<file path="src/include/muladd_macros.svh">
`ifndef MULADD_MACROS_SVH
`define MULADD_MACROS_SVH

// data path
`define MULADD_DATA_W 32
`define MULADD_N_SRC  4   // words on the flow bus
`define MULADD_SEL_W  2

// address generator counters
`define MULADD_CNT_W  16

// wishbone register map
`define MULADD_ADDR_W      3
`define MULADD_REG_SEL     3'd0   // sela, selb, opcode
`define MULADD_REG_ITER    3'd1
`define MULADD_REG_PERIOD  3'd2
`define MULADD_REG_DELAY   3'd3
`define MULADD_REG_CTRL    3'd4   // w: start, r: busy/done

`endif

</file>
<file path="src/source/muladd_pkg.sv">
`include "muladd_macros.svh"

package muladd_pkg;

   // combine rules applied after the multiplier
   typedef enum logic [2:0] {
      op_mul          = 3'd0,
      op_mul_div2     = 3'd1,
      op_mul_low      = 3'd2,
      op_macc         = 3'd3,
      op_msub         = 3'd4,
      op_macc_div2    = 3'd5,
      op_macc_16q16   = 3'd6,
      op_mul_low_macc = 3'd7
   } muladd_op_e;

   // accumulation address generator
   typedef enum logic [1:0] {
      idle       = 2'd0,
      wait_delay = 2'd1,
      count      = 2'd2,
      finish     = 2'd3
   } gen_state_e;

   // unit configuration, 55 bits
   typedef struct packed {
      logic [`MULADD_SEL_W-1:0] sela;
      logic [`MULADD_SEL_W-1:0] selb;
      muladd_op_e               opcode;
      logic [`MULADD_CNT_W-1:0] iterations;
      logic [`MULADD_CNT_W-1:0] period;
      logic [`MULADD_CNT_W-1:0] delay;
   } muladd_cfg_t;

   // four source words of the datapath
   typedef struct packed {
      logic [`MULADD_N_SRC-1:0][`MULADD_DATA_W-1:0] word;
   } flow_bus_t;

endpackage

</file>
<file path="src/source/flow_sel.sv">
`timescale 1ns/1ps
`include "muladd_macros.svh"

module flow_sel (
   input  logic [`MULADD_SEL_W-1:0]         sel,
   input  muladd_pkg::flow_bus_t            flow_in,
   output logic signed [`MULADD_DATA_W-1:0] data_out
);

   localparam int N_SRC = `MULADD_N_SRC;

   always_comb begin
      // zero for selects past the last source
      if (int'(sel) < N_SRC) begin
         data_out = flow_in.word[sel];
      end else begin
         data_out = '0;
      end
   end

endmodule

</file>
<file path="src/source/mul_pipe.sv">
`timescale 1ns/1ps
`include "muladd_macros.svh"

module mul_pipe (
   input  logic                                clk,
   input  logic                                rst,
   input  logic signed [`MULADD_DATA_W-1:0]    op_a,
   input  logic signed [`MULADD_DATA_W-1:0]    op_b,
   output logic signed [2*`MULADD_DATA_W-1:0]  product
);

   logic signed [`MULADD_DATA_W-1:0]   a_q;     // stage one
   logic signed [`MULADD_DATA_W-1:0]   b_q;
   logic signed [2*`MULADD_DATA_W-1:0] prod_q;  // stage two

   always_ff @(posedge clk or posedge rst) begin
      if (rst) begin
         a_q    <= '0;
         b_q    <= '0;
         prod_q <= '0;
      end else begin
         a_q    <= op_a;
         b_q    <= op_b;
         prod_q <= a_q * b_q;  // full signed width
      end
   end

   assign product = prod_q;

endmodule

</file>
<file path="src/source/acc_addrgen.sv">
`timescale 1ns/1ps
`include "muladd_macros.svh"

module acc_addrgen (
   input  logic                     clk,
   input  logic                     rst,
   input  logic                     start,
   input  logic [`MULADD_CNT_W-1:0] iterations,
   input  logic [`MULADD_CNT_W-1:0] period,
   input  logic [`MULADD_CNT_W-1:0] delay,
   output logic [`MULADD_CNT_W-1:0] acc_addr,
   output logic                     active,
   output logic                     busy,
   output logic                     done
);

   muladd_pkg::gen_state_e state;
   muladd_pkg::gen_state_e state_d;
   muladd_pkg::gen_state_e run_state;

   logic [`MULADD_CNT_W-1:0] dcnt;   // delay cycles left
   logic [`MULADD_CNT_W-1:0] addr;   // position in the period
   logic [`MULADD_CNT_W-1:0] icnt;   // finished iterations
   logic                     done_q;
   logic                     last_addr;
   logic                     last_iter;

   assign last_addr = (addr == period - 1'b1);
   assign last_iter = (icnt == iterations - 1'b1);

   always_comb begin
      // nothing to count with zero iterations or period
      if ((iterations != '0) && (period != '0)) begin
         run_state = muladd_pkg::count;
      end else begin
         run_state = muladd_pkg::finish;
      end

      state_d = state;
      case (state)
         muladd_pkg::idle: begin
            if (start) begin
               state_d = (delay != '0) ? muladd_pkg::wait_delay : run_state;
            end
         end
         muladd_pkg::wait_delay: if (dcnt == '0) state_d = run_state;
         muladd_pkg::count:      if (last_addr && last_iter) state_d = muladd_pkg::finish;
         muladd_pkg::finish:     state_d = muladd_pkg::idle;
         default:                state_d = muladd_pkg::idle;
      endcase
   end

   always_ff @(posedge clk or posedge rst) begin
      if (rst) begin
         state  <= muladd_pkg::idle;
         dcnt   <= '0;
         addr   <= '0;
         icnt   <= '0;
         done_q <= 1'b0;
      end else begin
         state <= state_d;

         if ((state == muladd_pkg::idle) && start) begin
            done_q <= 1'b0;
            dcnt   <= delay - 1'b1;
         end else if (state == muladd_pkg::wait_delay) begin
            dcnt <= dcnt - 1'b1;
         end

         if ((state_d == muladd_pkg::count) && (state != muladd_pkg::count)) begin
            addr <= '0;
            icnt <= '0;
         end else if (state == muladd_pkg::count) begin
            if (last_addr) begin
               addr <= '0;  // next iteration
               icnt <= icnt + 1'b1;
            end else begin
               addr <= addr + 1'b1;
            end
         end

         // sticky until the next accepted start
         if (state_d == muladd_pkg::finish) done_q <= 1'b1;
      end
   end

   assign acc_addr = addr;
   assign active   = (state == muladd_pkg::count);
   assign busy     = (state != muladd_pkg::idle);
   assign done     = done_q;

endmodule

</file>
<file path="src/source/muladd_unit.sv">
`timescale 1ns/1ps
`include "muladd_macros.svh"

module muladd_unit (
   input  logic                      clk,
   input  logic                      rst,
   input  muladd_pkg::muladd_cfg_t   cfg,
   input  logic                      start,
   input  muladd_pkg::flow_bus_t     flow_in,
   output logic [`MULADD_DATA_W-1:0] flow_out,
   output logic                      busy,
   output logic                      done
);

   localparam int DW = `MULADD_DATA_W;
   localparam logic [2*DW-1:0] HI_MASK = {{DW{1'b1}}, {DW{1'b0}}};

   logic signed [DW-1:0]     op_a;
   logic signed [DW-1:0]     op_b;
   logic signed [2*DW-1:0]   product;
   logic [`MULADD_CNT_W-1:0] acc_addr;
   logic                     active;

   logic            ld_acc0;
   logic            ld_acc1;
   logic            ld_acc2;  // aligned with product
   logic [2*DW-1:0] acc;
   logic [2*DW-1:0] base;
   logic [2*DW-1:0] prod_x2;
   logic [2*DW-1:0] result;

   flow_sel i_sel_a (
      .sel      (cfg.sela),
      .flow_in  (flow_in),
      .data_out (op_a)
   );

   flow_sel i_sel_b (
      .sel      (cfg.selb),
      .flow_in  (flow_in),
      .data_out (op_b)
   );

   mul_pipe i_mul (
      .clk     (clk),
      .rst     (rst),
      .op_a    (op_a),
      .op_b    (op_b),
      .product (product)
   );

   acc_addrgen i_addrgen (
      .clk        (clk),
      .rst        (rst),
      .start      (start),
      .iterations (cfg.iterations),
      .period     (cfg.period),
      .delay      (cfg.delay),
      .acc_addr   (acc_addr),
      .active     (active),
      .busy       (busy),
      .done       (done)
   );

   // restart at the first sample of each period, and always when idle
   assign ld_acc0 = (acc_addr == '0) || !active;

   always_ff @(posedge clk or posedge rst) begin
      if (rst) begin
         ld_acc1 <= 1'b0;
         ld_acc2 <= 1'b0;
         acc     <= '0;
      end else begin
         ld_acc1 <= ld_acc0;
         ld_acc2 <= ld_acc1;
         acc     <= result;  // every clock
      end
   end

   always_comb begin
      base    = ld_acc2 ? '0 : acc;
      prod_x2 = product << 1;
      case (cfg.opcode)
         muladd_pkg::op_mul:        result = prod_x2;
         muladd_pkg::op_mul_div2:   result = product & HI_MASK;
         muladd_pkg::op_mul_low:    result = product << DW;
         muladd_pkg::op_macc:       result = base + (prod_x2 & HI_MASK);
         muladd_pkg::op_msub:       result = base - prod_x2;
         muladd_pkg::op_macc_div2:  result = base + (product & HI_MASK);
         muladd_pkg::op_macc_16q16: result = base + {product[47:16], {DW{1'b0}}};
         default:                   result = base + (product << DW);  // mul_low_macc
      endcase
   end

   assign flow_out = result[2*DW-1:DW];

endmodule

</file>
<file path="src/source/muladd_cfg_regs.sv">
`timescale 1ns/1ps
`include "muladd_macros.svh"

module muladd_cfg_regs (
   input  logic                       clk,
   input  logic                       rst,
   input  logic                       wb_cyc,
   input  logic                       wb_stb,
   input  logic                       wb_we,
   input  logic [`MULADD_ADDR_W-1:0]  wb_adr,
   input  logic [`MULADD_DATA_W-1:0]  wb_dat_w,
   output logic [`MULADD_DATA_W-1:0]  wb_dat_r,
   output logic                       wb_ack,
   input  logic                       busy,
   input  logic                       done,
   output muladd_pkg::muladd_cfg_t    cfg,
   output logic                       start
);

   muladd_pkg::muladd_cfg_t  cfg_q;
   logic                     ack_q;
   logic                     start_q;
   logic                     req;
   logic [`MULADD_DATA_W-1:0] rdata;
   logic [`MULADD_DATA_W-1:0] rdata_q;

   // one ack per request, never back to back
   assign req = wb_cyc && wb_stb && !ack_q;

   always_comb begin
      rdata = '0;
      case (wb_adr)
         `MULADD_REG_SEL:    rdata[6:0] = {cfg_q.opcode, cfg_q.selb, cfg_q.sela};
         `MULADD_REG_ITER:   rdata[`MULADD_CNT_W-1:0] = cfg_q.iterations;
         `MULADD_REG_PERIOD: rdata[`MULADD_CNT_W-1:0] = cfg_q.period;
         `MULADD_REG_DELAY:  rdata[`MULADD_CNT_W-1:0] = cfg_q.delay;
         `MULADD_REG_CTRL:   rdata[1:0] = {done, busy};
         default:            rdata = '0;
      endcase
   end

   always_ff @(posedge clk or posedge rst) begin
      if (rst) begin
         ack_q   <= 1'b0;
         start_q <= 1'b0;
         cfg_q   <= '0;
      end else begin
         ack_q   <= req;
         start_q <= 1'b0;
         if (req && wb_we) begin
            case (wb_adr)
               `MULADD_REG_SEL: begin
                  cfg_q.sela   <= wb_dat_w[1:0];
                  cfg_q.selb   <= wb_dat_w[3:2];
                  cfg_q.opcode <= muladd_pkg::muladd_op_e'(wb_dat_w[6:4]);
               end
               `MULADD_REG_ITER:   cfg_q.iterations <= wb_dat_w[`MULADD_CNT_W-1:0];
               `MULADD_REG_PERIOD: cfg_q.period     <= wb_dat_w[`MULADD_CNT_W-1:0];
               `MULADD_REG_DELAY:  cfg_q.delay      <= wb_dat_w[`MULADD_CNT_W-1:0];
               `MULADD_REG_CTRL:   start_q          <= wb_dat_w[0];  // run pulse
               default: ;
            endcase
         end
      end
   end

   // read word captured together with ack
   always_ff @(posedge clk) begin
      if (req) rdata_q <= rdata;
   end

   assign wb_ack   = ack_q;
   assign wb_dat_r = rdata_q;
   assign cfg      = cfg_q;
   assign start    = start_q;

endmodule

</file>
<file path="src/source/muladd_top.sv">
`timescale 1ns/1ps
`include "muladd_macros.svh"

module muladd_top (
   input  logic                      clk,
   input  logic                      rst,
   input  logic                      wb_cyc,
   input  logic                      wb_stb,
   input  logic                      wb_we,
   input  logic [`MULADD_ADDR_W-1:0] wb_adr,
   input  logic [`MULADD_DATA_W-1:0] wb_dat_w,
   output logic [`MULADD_DATA_W-1:0] wb_dat_r,
   output logic                      wb_ack,
   input  muladd_pkg::flow_bus_t     flow_in,
   output logic [`MULADD_DATA_W-1:0] flow_out
);

   muladd_pkg::muladd_cfg_t cfg;
   logic                    start;
   logic                    busy;
   logic                    done;

   muladd_cfg_regs i_regs (
      .clk      (clk),
      .rst      (rst),
      .wb_cyc   (wb_cyc),
      .wb_stb   (wb_stb),
      .wb_we    (wb_we),
      .wb_adr   (wb_adr),
      .wb_dat_w (wb_dat_w),
      .wb_dat_r (wb_dat_r),
      .wb_ack   (wb_ack),
      .busy     (busy),
      .done     (done),
      .cfg      (cfg),
      .start    (start)
   );

   muladd_unit i_unit (
      .clk      (clk),
      .rst      (rst),
      .cfg      (cfg),
      .start    (start),
      .flow_in  (flow_in),
      .flow_out (flow_out),
      .busy     (busy),
      .done     (done)
   );

endmodule

</file>
<file path="config.mk">
export PLATFORM = sky130hd
export DESIGN_NAME = muladd_top
export DESIGN_NICKNAME = d
export VERILOG_FILES = /design/src/source/muladd_pkg.sv /design/src/source/flow_sel.sv /design/src/source/mul_pipe.sv /design/src/source/acc_addrgen.sv /design/src/source/muladd_unit.sv /design/src/source/muladd_cfg_regs.sv /design/src/source/muladd_top.sv
export VERILOG_INCLUDE_DIRS = /design/src /design/src/include
export SDC_FILE = /design/constraint.sdc
export NUM_CORES = 2
export LEC_CHECK = 0
export BUFFER_PORTS_ARGS = -buffer_cell sky130_fd_sc_hd__buf_4
export CORE_MARGIN = 1
export CORE_UTILIZATION = 57
export CTS_CLUSTER_DIAMETER = 100
export CTS_CLUSTER_SIZE = 12
export DETAILED_ROUTE_END_ITERATION = 6
export GPL_ROUTABILITY_DRIVEN = 0
export PLACE_DENSITY = 0.74
export SYNTH_ARGS = -nofsm -noshare
export SYNTH_HDL_FRONTEND = slang
export SYNTH_HIERARCHICAL = 1
export SYNTH_SLANG_ARGS = --single-unit
</file>
<file path="constraint.sdc">
create_clock -name clk -period 23.8 [get_ports clk]
set_clock_uncertainty 0.15 [all_clocks]
set_input_delay 2.38 -clock clk [delete_from_list [all_inputs] [get_ports clk]]
set_output_delay 2.38 -clock clk [all_outputs]
set_load 0.1 [all_outputs]
</file>
Yosys cells after proc, flatten, opt, wreduce, memory -nomap -nowiden
Index checks and enable logic that the tools add are counted. Widths: inputs -> output; s select.

Flip-flop bits (word level): 318. Bits of input ports: 168. Output and inout port bits: 65. Word-level logic and storage cells: 107.

Add/sub/neg operators: 11. $mul: 1. Magnitude comparators: 2. Equal/unequal tests: 18. Muxes and demuxes: 27. Reductions and logical operators: 28.

Operators with widths (count): $pmux 64 s7 (1); $add 64x64->64 (4); $bmux 32 s2 (2); $mux 16 (8); $mul 32x32->64 (1); $mux 32 (2); $mux 64 (1); $sub 16x1->16 const B (4); $sub 64x64->64 (1); $reduce_bool 16->1 (3); $add 16x1->16 const B (2); $eq 16x16->1 (2); $logic_not 16->1 (2); $pmux 9 s3 (1); $pmux 5 s4 (1); $eq 3x2->1 const B (4); $eq 3x3->1 const B (4); $pmux 2 s5 (1); $reduce_and 2->1 (5); $reduce_bool 2->1 (5); $eq 2x2->1 const B (4); $mux 2 (4); $pmux 2 s4 (1); $logic_and 1x1->1 (7); other kinds (9) (17).

Depth between registers and ports, before layout
Word-level depth: 10. Gate-level depth with buffers: 28. Mapped depth without buffers: 26.

By module
The synthesis kept the hierarchy.

By module, submodules not included: mul_pipe (times used 1, cells each 3988, area an instance 39316.5 sq um, sequential area each 3203.1 sq um); muladd_unit (times used 1, cells each 1573, area an instance 11175.7 sq um, sequential area each 1626.6 sq um); acc_addrgen (times used 1, cells each 547, area an instance 4367.9 sq um, sequential area each 1276.2 sq um); muladd_cfg_regs (times used 1, cells each 217, area an instance 3293.2 sq um, sequential area each 1906.8 sq um); flow_sel (times used 2, cells each 39, area an instance 814.5 sq um, sequential area each 0.0 sq um).

Worst setup path before layout
Ideal clock, no wire load.

Path kind: register to register. Start point: reg i_unit.i_mul.a_q[31]. End point: reg i_unit.i_mul.prod_q[63] (netlist: i_unit/i_mul/product[63]). Library setup time: 0.129 ns. Data arrival time: 7.735 ns. Required time: 23.521 ns. Setup slack: 15.785 ns. Cell stages (with the launch flop): 25. Path buffers: 2. Period minus slack after synthesis: 8.015 ns. Cells stage by stage: dfrtp_1 -> clkbuf_1 -> nand2_1 -> inv_1 -> fa_1 -> fa_1 -> fa_1 -> fa_1 -> inv_1 -> fa_1 -> inv_1 -> fa_1 -> inv_1 -> fa_1 -> inv_1 -> fa_1 -> ha_1 -> clkbuf_1 -> nand3_1 -> or4_1 -> a2111oi_1 -> nor3_1 -> o21ai_1 -> a221oi_1 -> xnor2_1.

Word-level cells in the longest chain between the ends: 1.

Ends and longest elaborated chain: start, declared (RTL line mul_pipe.sv:12) `` logic signed [`MULADD_DATA_W-1:0] a_q; ``; start signal, assigned (RTL line mul_pipe.sv:22) `a_q <= op_a;`; $mul 32x32->64 (RTL line mul_pipe.sv:24) `prod_q <= a_q * b_q;`; end signal, assigned (RTL line mul_pipe.sv:24); end, declared (RTL line mul_pipe.sv:14) `` logic signed [2*`MULADD_DATA_W-1:0] prod_q; ``.

No other way between the ends. A chain may end at the register's enable or synchronous reset.

Worst setup path after layout
Ends and elaborated chain as after synthesis.

==> results.cfg <==
[timing]
setup_tns_ns = 0
post-route-min-period_ns = 9.98
drv_slew = 0
min_period_over_period = 0.419
max_slew_margin = 0.168
finalSetupViolations = 0
rsz0062_at_grt = false
holdWs_ns = 0.201
final_hold_viol_count = 0
setup_slack_ns = 13.82
worst_slew_pin_slew_ns = 1.24
fmax_ghz = 0.100

[status]
status = complete, no violations

[setup_path]
arrival_ns = 10.29
r2r_end = i_unit/i_mul/product[63]
worst_setup_path_start_kind = register
cp_cell_sequence = nand2_1, inv_1, fa_1, inv_1, fa_1, inv_1, fa_1, fa_1, inv_1, fa_1, inv_1, fa_1, inv_1, fa_1, inv_1, fa_1, ha_1, nand3_1, or4_1, a2111oi_1, nor3_1, o21ai_1, a221oi_1, xnor2_1
critical-path-slowest-cell = dfrtp_1
slowest_delay_ns = 1.07
rr_worst_depth = 24
crit_required_ns = 24.11
ff2ff_setup_slack_ns = 13.82
r2r_start = i_unit/i_mul/a_q[31]
path_class = register to register
crit_fanout = 32
end_kind = register
cp_common_cell = fa_1

[logic_synthesis]
netlist_area_sq_um = 59800
synthFlopType = dfrtp_1
yosys.area_share.adder = 0.422
yosysSeqAreaShare = 0.134
synth_top_family_by_area = adder cells
yosys_warnings = 6
syn_area_per_cell_sq_um = 9.34
synth_xor_area_frac = 0.0346
synth-simple-area-share = 0.161
async_flop_share = 0.950
synth-edff-count = 16
ys_ff_latch = 317
yosysUniqueCellTypes = 120
synth.mux.area_fraction = 0.0457
postSynthCellCount = 6403
synth_compound_area_frac = 0.103

[clock_tree]
cts_hold_buf = 0
numCtsBuffers = 35
clk_latency_ns = 0.60
cts_tree = yes
cts-root-buf = clkbuf_16
cts_buffer_depth = 3
clkSlewWorstSetupHoldPaths_ns = 0.07
htreeDepth = 2
post-cts-setup-buffers = 0
post_cts_resize_count = 0
clkSinkCount = 317

[placement]
place_inst = 7675
hpwl_um = 126000
io_buffers = 200
place_ws_ns = 13.99

[job]
cap_violations = 0

[final_layout]
stdcell_count = 7728
drive_gt1_frac = 0.0844
fin_nets = 7850
n_antenna_cell = 0
area_growth_pct = 5.22

[die]
die_w_um = 326
coreArea_sq_um = 104000
dieArea_sq_um = 106000
rows = 118
initial_core_util = 0.576
die_h_um = 326
ios = 233

[routing]
dr.pass1.iters = 6
wire_per_inst_um = 20.9
routed_wl_um = 161000
viasPerCell = 5.98
ant_nets = 0
drc = 0
via_count = 46200
drt_iter0_markers = 4199

[min_path]
holdPathStages = 0
hold_class = register to register
min_from = i_unit/ld_acc1
hold_end = i_unit/ld_acc2

[grt]
antenna_found_initial = 3
grt_pass1_wl_um = 261000
grt_max_degree = 72
grt_use_total = 0.311
grt-ovfl-total = 0
first_global_vias = 48400
==> cell type report <==
type	count	area [sq um]
Clock inverter	8	128
Clock buffer	45	923
Inverter	1068	4010
Fill cell	8685	40900
Timing Repair Buffer	290	2180
Tap cell	1380	1730
Multi-Input combinational cell	4620	45900
Sequential cell	317	8030
==> logic make-up (layout without fill, tap and decap cells) <==
logic type,after synthesis,in the layout
AO/OA/AOI/OAI,921,921
XOR/XNOR,235,235
adder cells (fa/ha/maj),1368,1368
buffers and inverters,1481,1411
flip-flops,317,317
multiplexers,173,173
other,1,16
AND/OR/NAND/NOR,1907,1907
==> cells in the final DEF, fill, tap and decap left out, types with 18 or more instances in the layout <==
| cell | n |
|---|---|
| fa_1 | 1083 |
| inv_1 | 1063 |
| nand2_1 | 701 |
| and2_1 | 533 |
| dfrtp_1 | 294 |
| buf_4 | 290 |
| ha_1 | 267 |
| a21oi_1 | 239 |
| nor2_1 | 227 |
| o21ai_0 | 158 |
| xnor2_1 | 154 |
| xor2_1 | 80 |
| nor2b_1 | 77 |
| a21o_1 | 77 |
| nand3_1 | 66 |
| mux4_2 | 65 |
| nor3_1 | 60 |
| mux2_2 | 56 |
| o22ai_1 | 46 |
| nand2b_1 | 46 |
| nand4_1 | 43 |
| a22oi_1 | 41 |
| a31oi_1 | 39 |
| mux2i_1 | 37 |
| clkbuf_16 | 35 |
| and3_1 | 29 |
| o21a_1 | 28 |
| o21bai_1 | 25 |
| a221oi_1 | 23 |
| a211oi_1 | 23 |
| nor4_1 | 22 |
| o31ai_1 | 20 |
| maj3_1 | 18 |
| o211ai_1 | 18 |
==> Yosys cell counts, types with 60 or more instances <==
library cell | n | area (sq um)
nor2b_1 | 77 | 482
nand2_1 | 701 | 2630
ha_1 | 267 | 3340
xor2_1 | 80 | 701
and2_1 | 533 | 3330
clkbuf_1 | 314 | 1180
nand3_1 | 66 | 330
nor3_1 | 60 | 300
nor2_1 | 229 | 860
mux4_2 | 65 | 1460
o21ai_0 | 159 | 796
inv_1 | 1067 | 4010
xnor2_1 | 154 | 1350
a21oi_1 | 239 | 1200
fa_1 | 1083 | 21700
dfrtp_1 | 301 | 7530
a21o_1 | 77 | 578
==> registers in the layout (all words and copies together), names as in the netlist <==
signal	flops
i_unit/i_addrgen/done	1
i_unit/ld_acc1	1
i_unit/i_addrgen/dcnt	16
i_regs/wb_dat_r	16
i_unit/i_mul/product	64
i_unit/ld_acc2	1
i_unit/i_mul/b_q	32
i_unit/i_addrgen/acc_addr	16
i_unit/acc	63
i_regs/wb_ack	1
i_unit/i_addrgen/icnt	16
i_unit/i_mul/a_q	32
i_regs/start	1
i_unit/i_addrgen/state	2
i_regs/cfg	55
==> per-stage QoR <==
step | util | instance area (sq um)
3_3_place_gp | 0.596 | 61800
4_1_cts | 0.606 | 62900
5_1_grt | 0.606 | 62900
6_report | 0.606 | 62900
2_1_floorplan | - | 59800
3_5_place_dp | 0.596 | 61800
==> worst max-delay path, delay by kind of cell (launching register included) <==
family / cells / cell delay, ns
simple gates: 4 / 1.24
flops: 1 / 1.07
fa+ha+maj: 9 / 4.84
xor+xnor: 1 / 0.14
compound gates: 3 / 1.19
buf+inv: 7 / 1.23
==> worst max-delay path by stage <==
| stage | cells past startpoint | from | end | slack, ns |
|---|---|---|---|---|
| after floorplan | 24 | i_unit/i_mul/a_q[31] | i_unit/i_mul/product[63] | 15.79 |
| after detailed placement | 24 | i_unit/i_mul/a_q[31] | i_unit/i_mul/product[63] | 13.99 |
| final | 24 | i_unit/i_mul/a_q[31] | i_unit/i_mul/product[63] | 13.82 |
| after global routing | 24 | i_unit/i_mul/a_q[31] | i_unit/i_mul/product[63] | 13.39 |
| after global placement | 24 | i_unit/i_mul/a_q[31] | i_unit/i_mul/product[63] | 14.16 |
| after CTS | 24 | i_unit/i_mul/a_q[31] | i_unit/i_mul/product[63] | 13.98 |
==> routing by layer <==
metal / track usage / share of wire / vias up
li1: - / - / 20200
met1: 0.395 / 0.38 / 23500
met2: 0.515 / 0.49 / 1963
met3: 0.0499 / 0.076 / 539
met4: 0.161 / 0.060 / 4
met5: 0 / 0.00017 / -
Power is left out: the tool's default activity adds up to more than one toggle a clock period on the data nets, which glitch-free logic cannot reach.
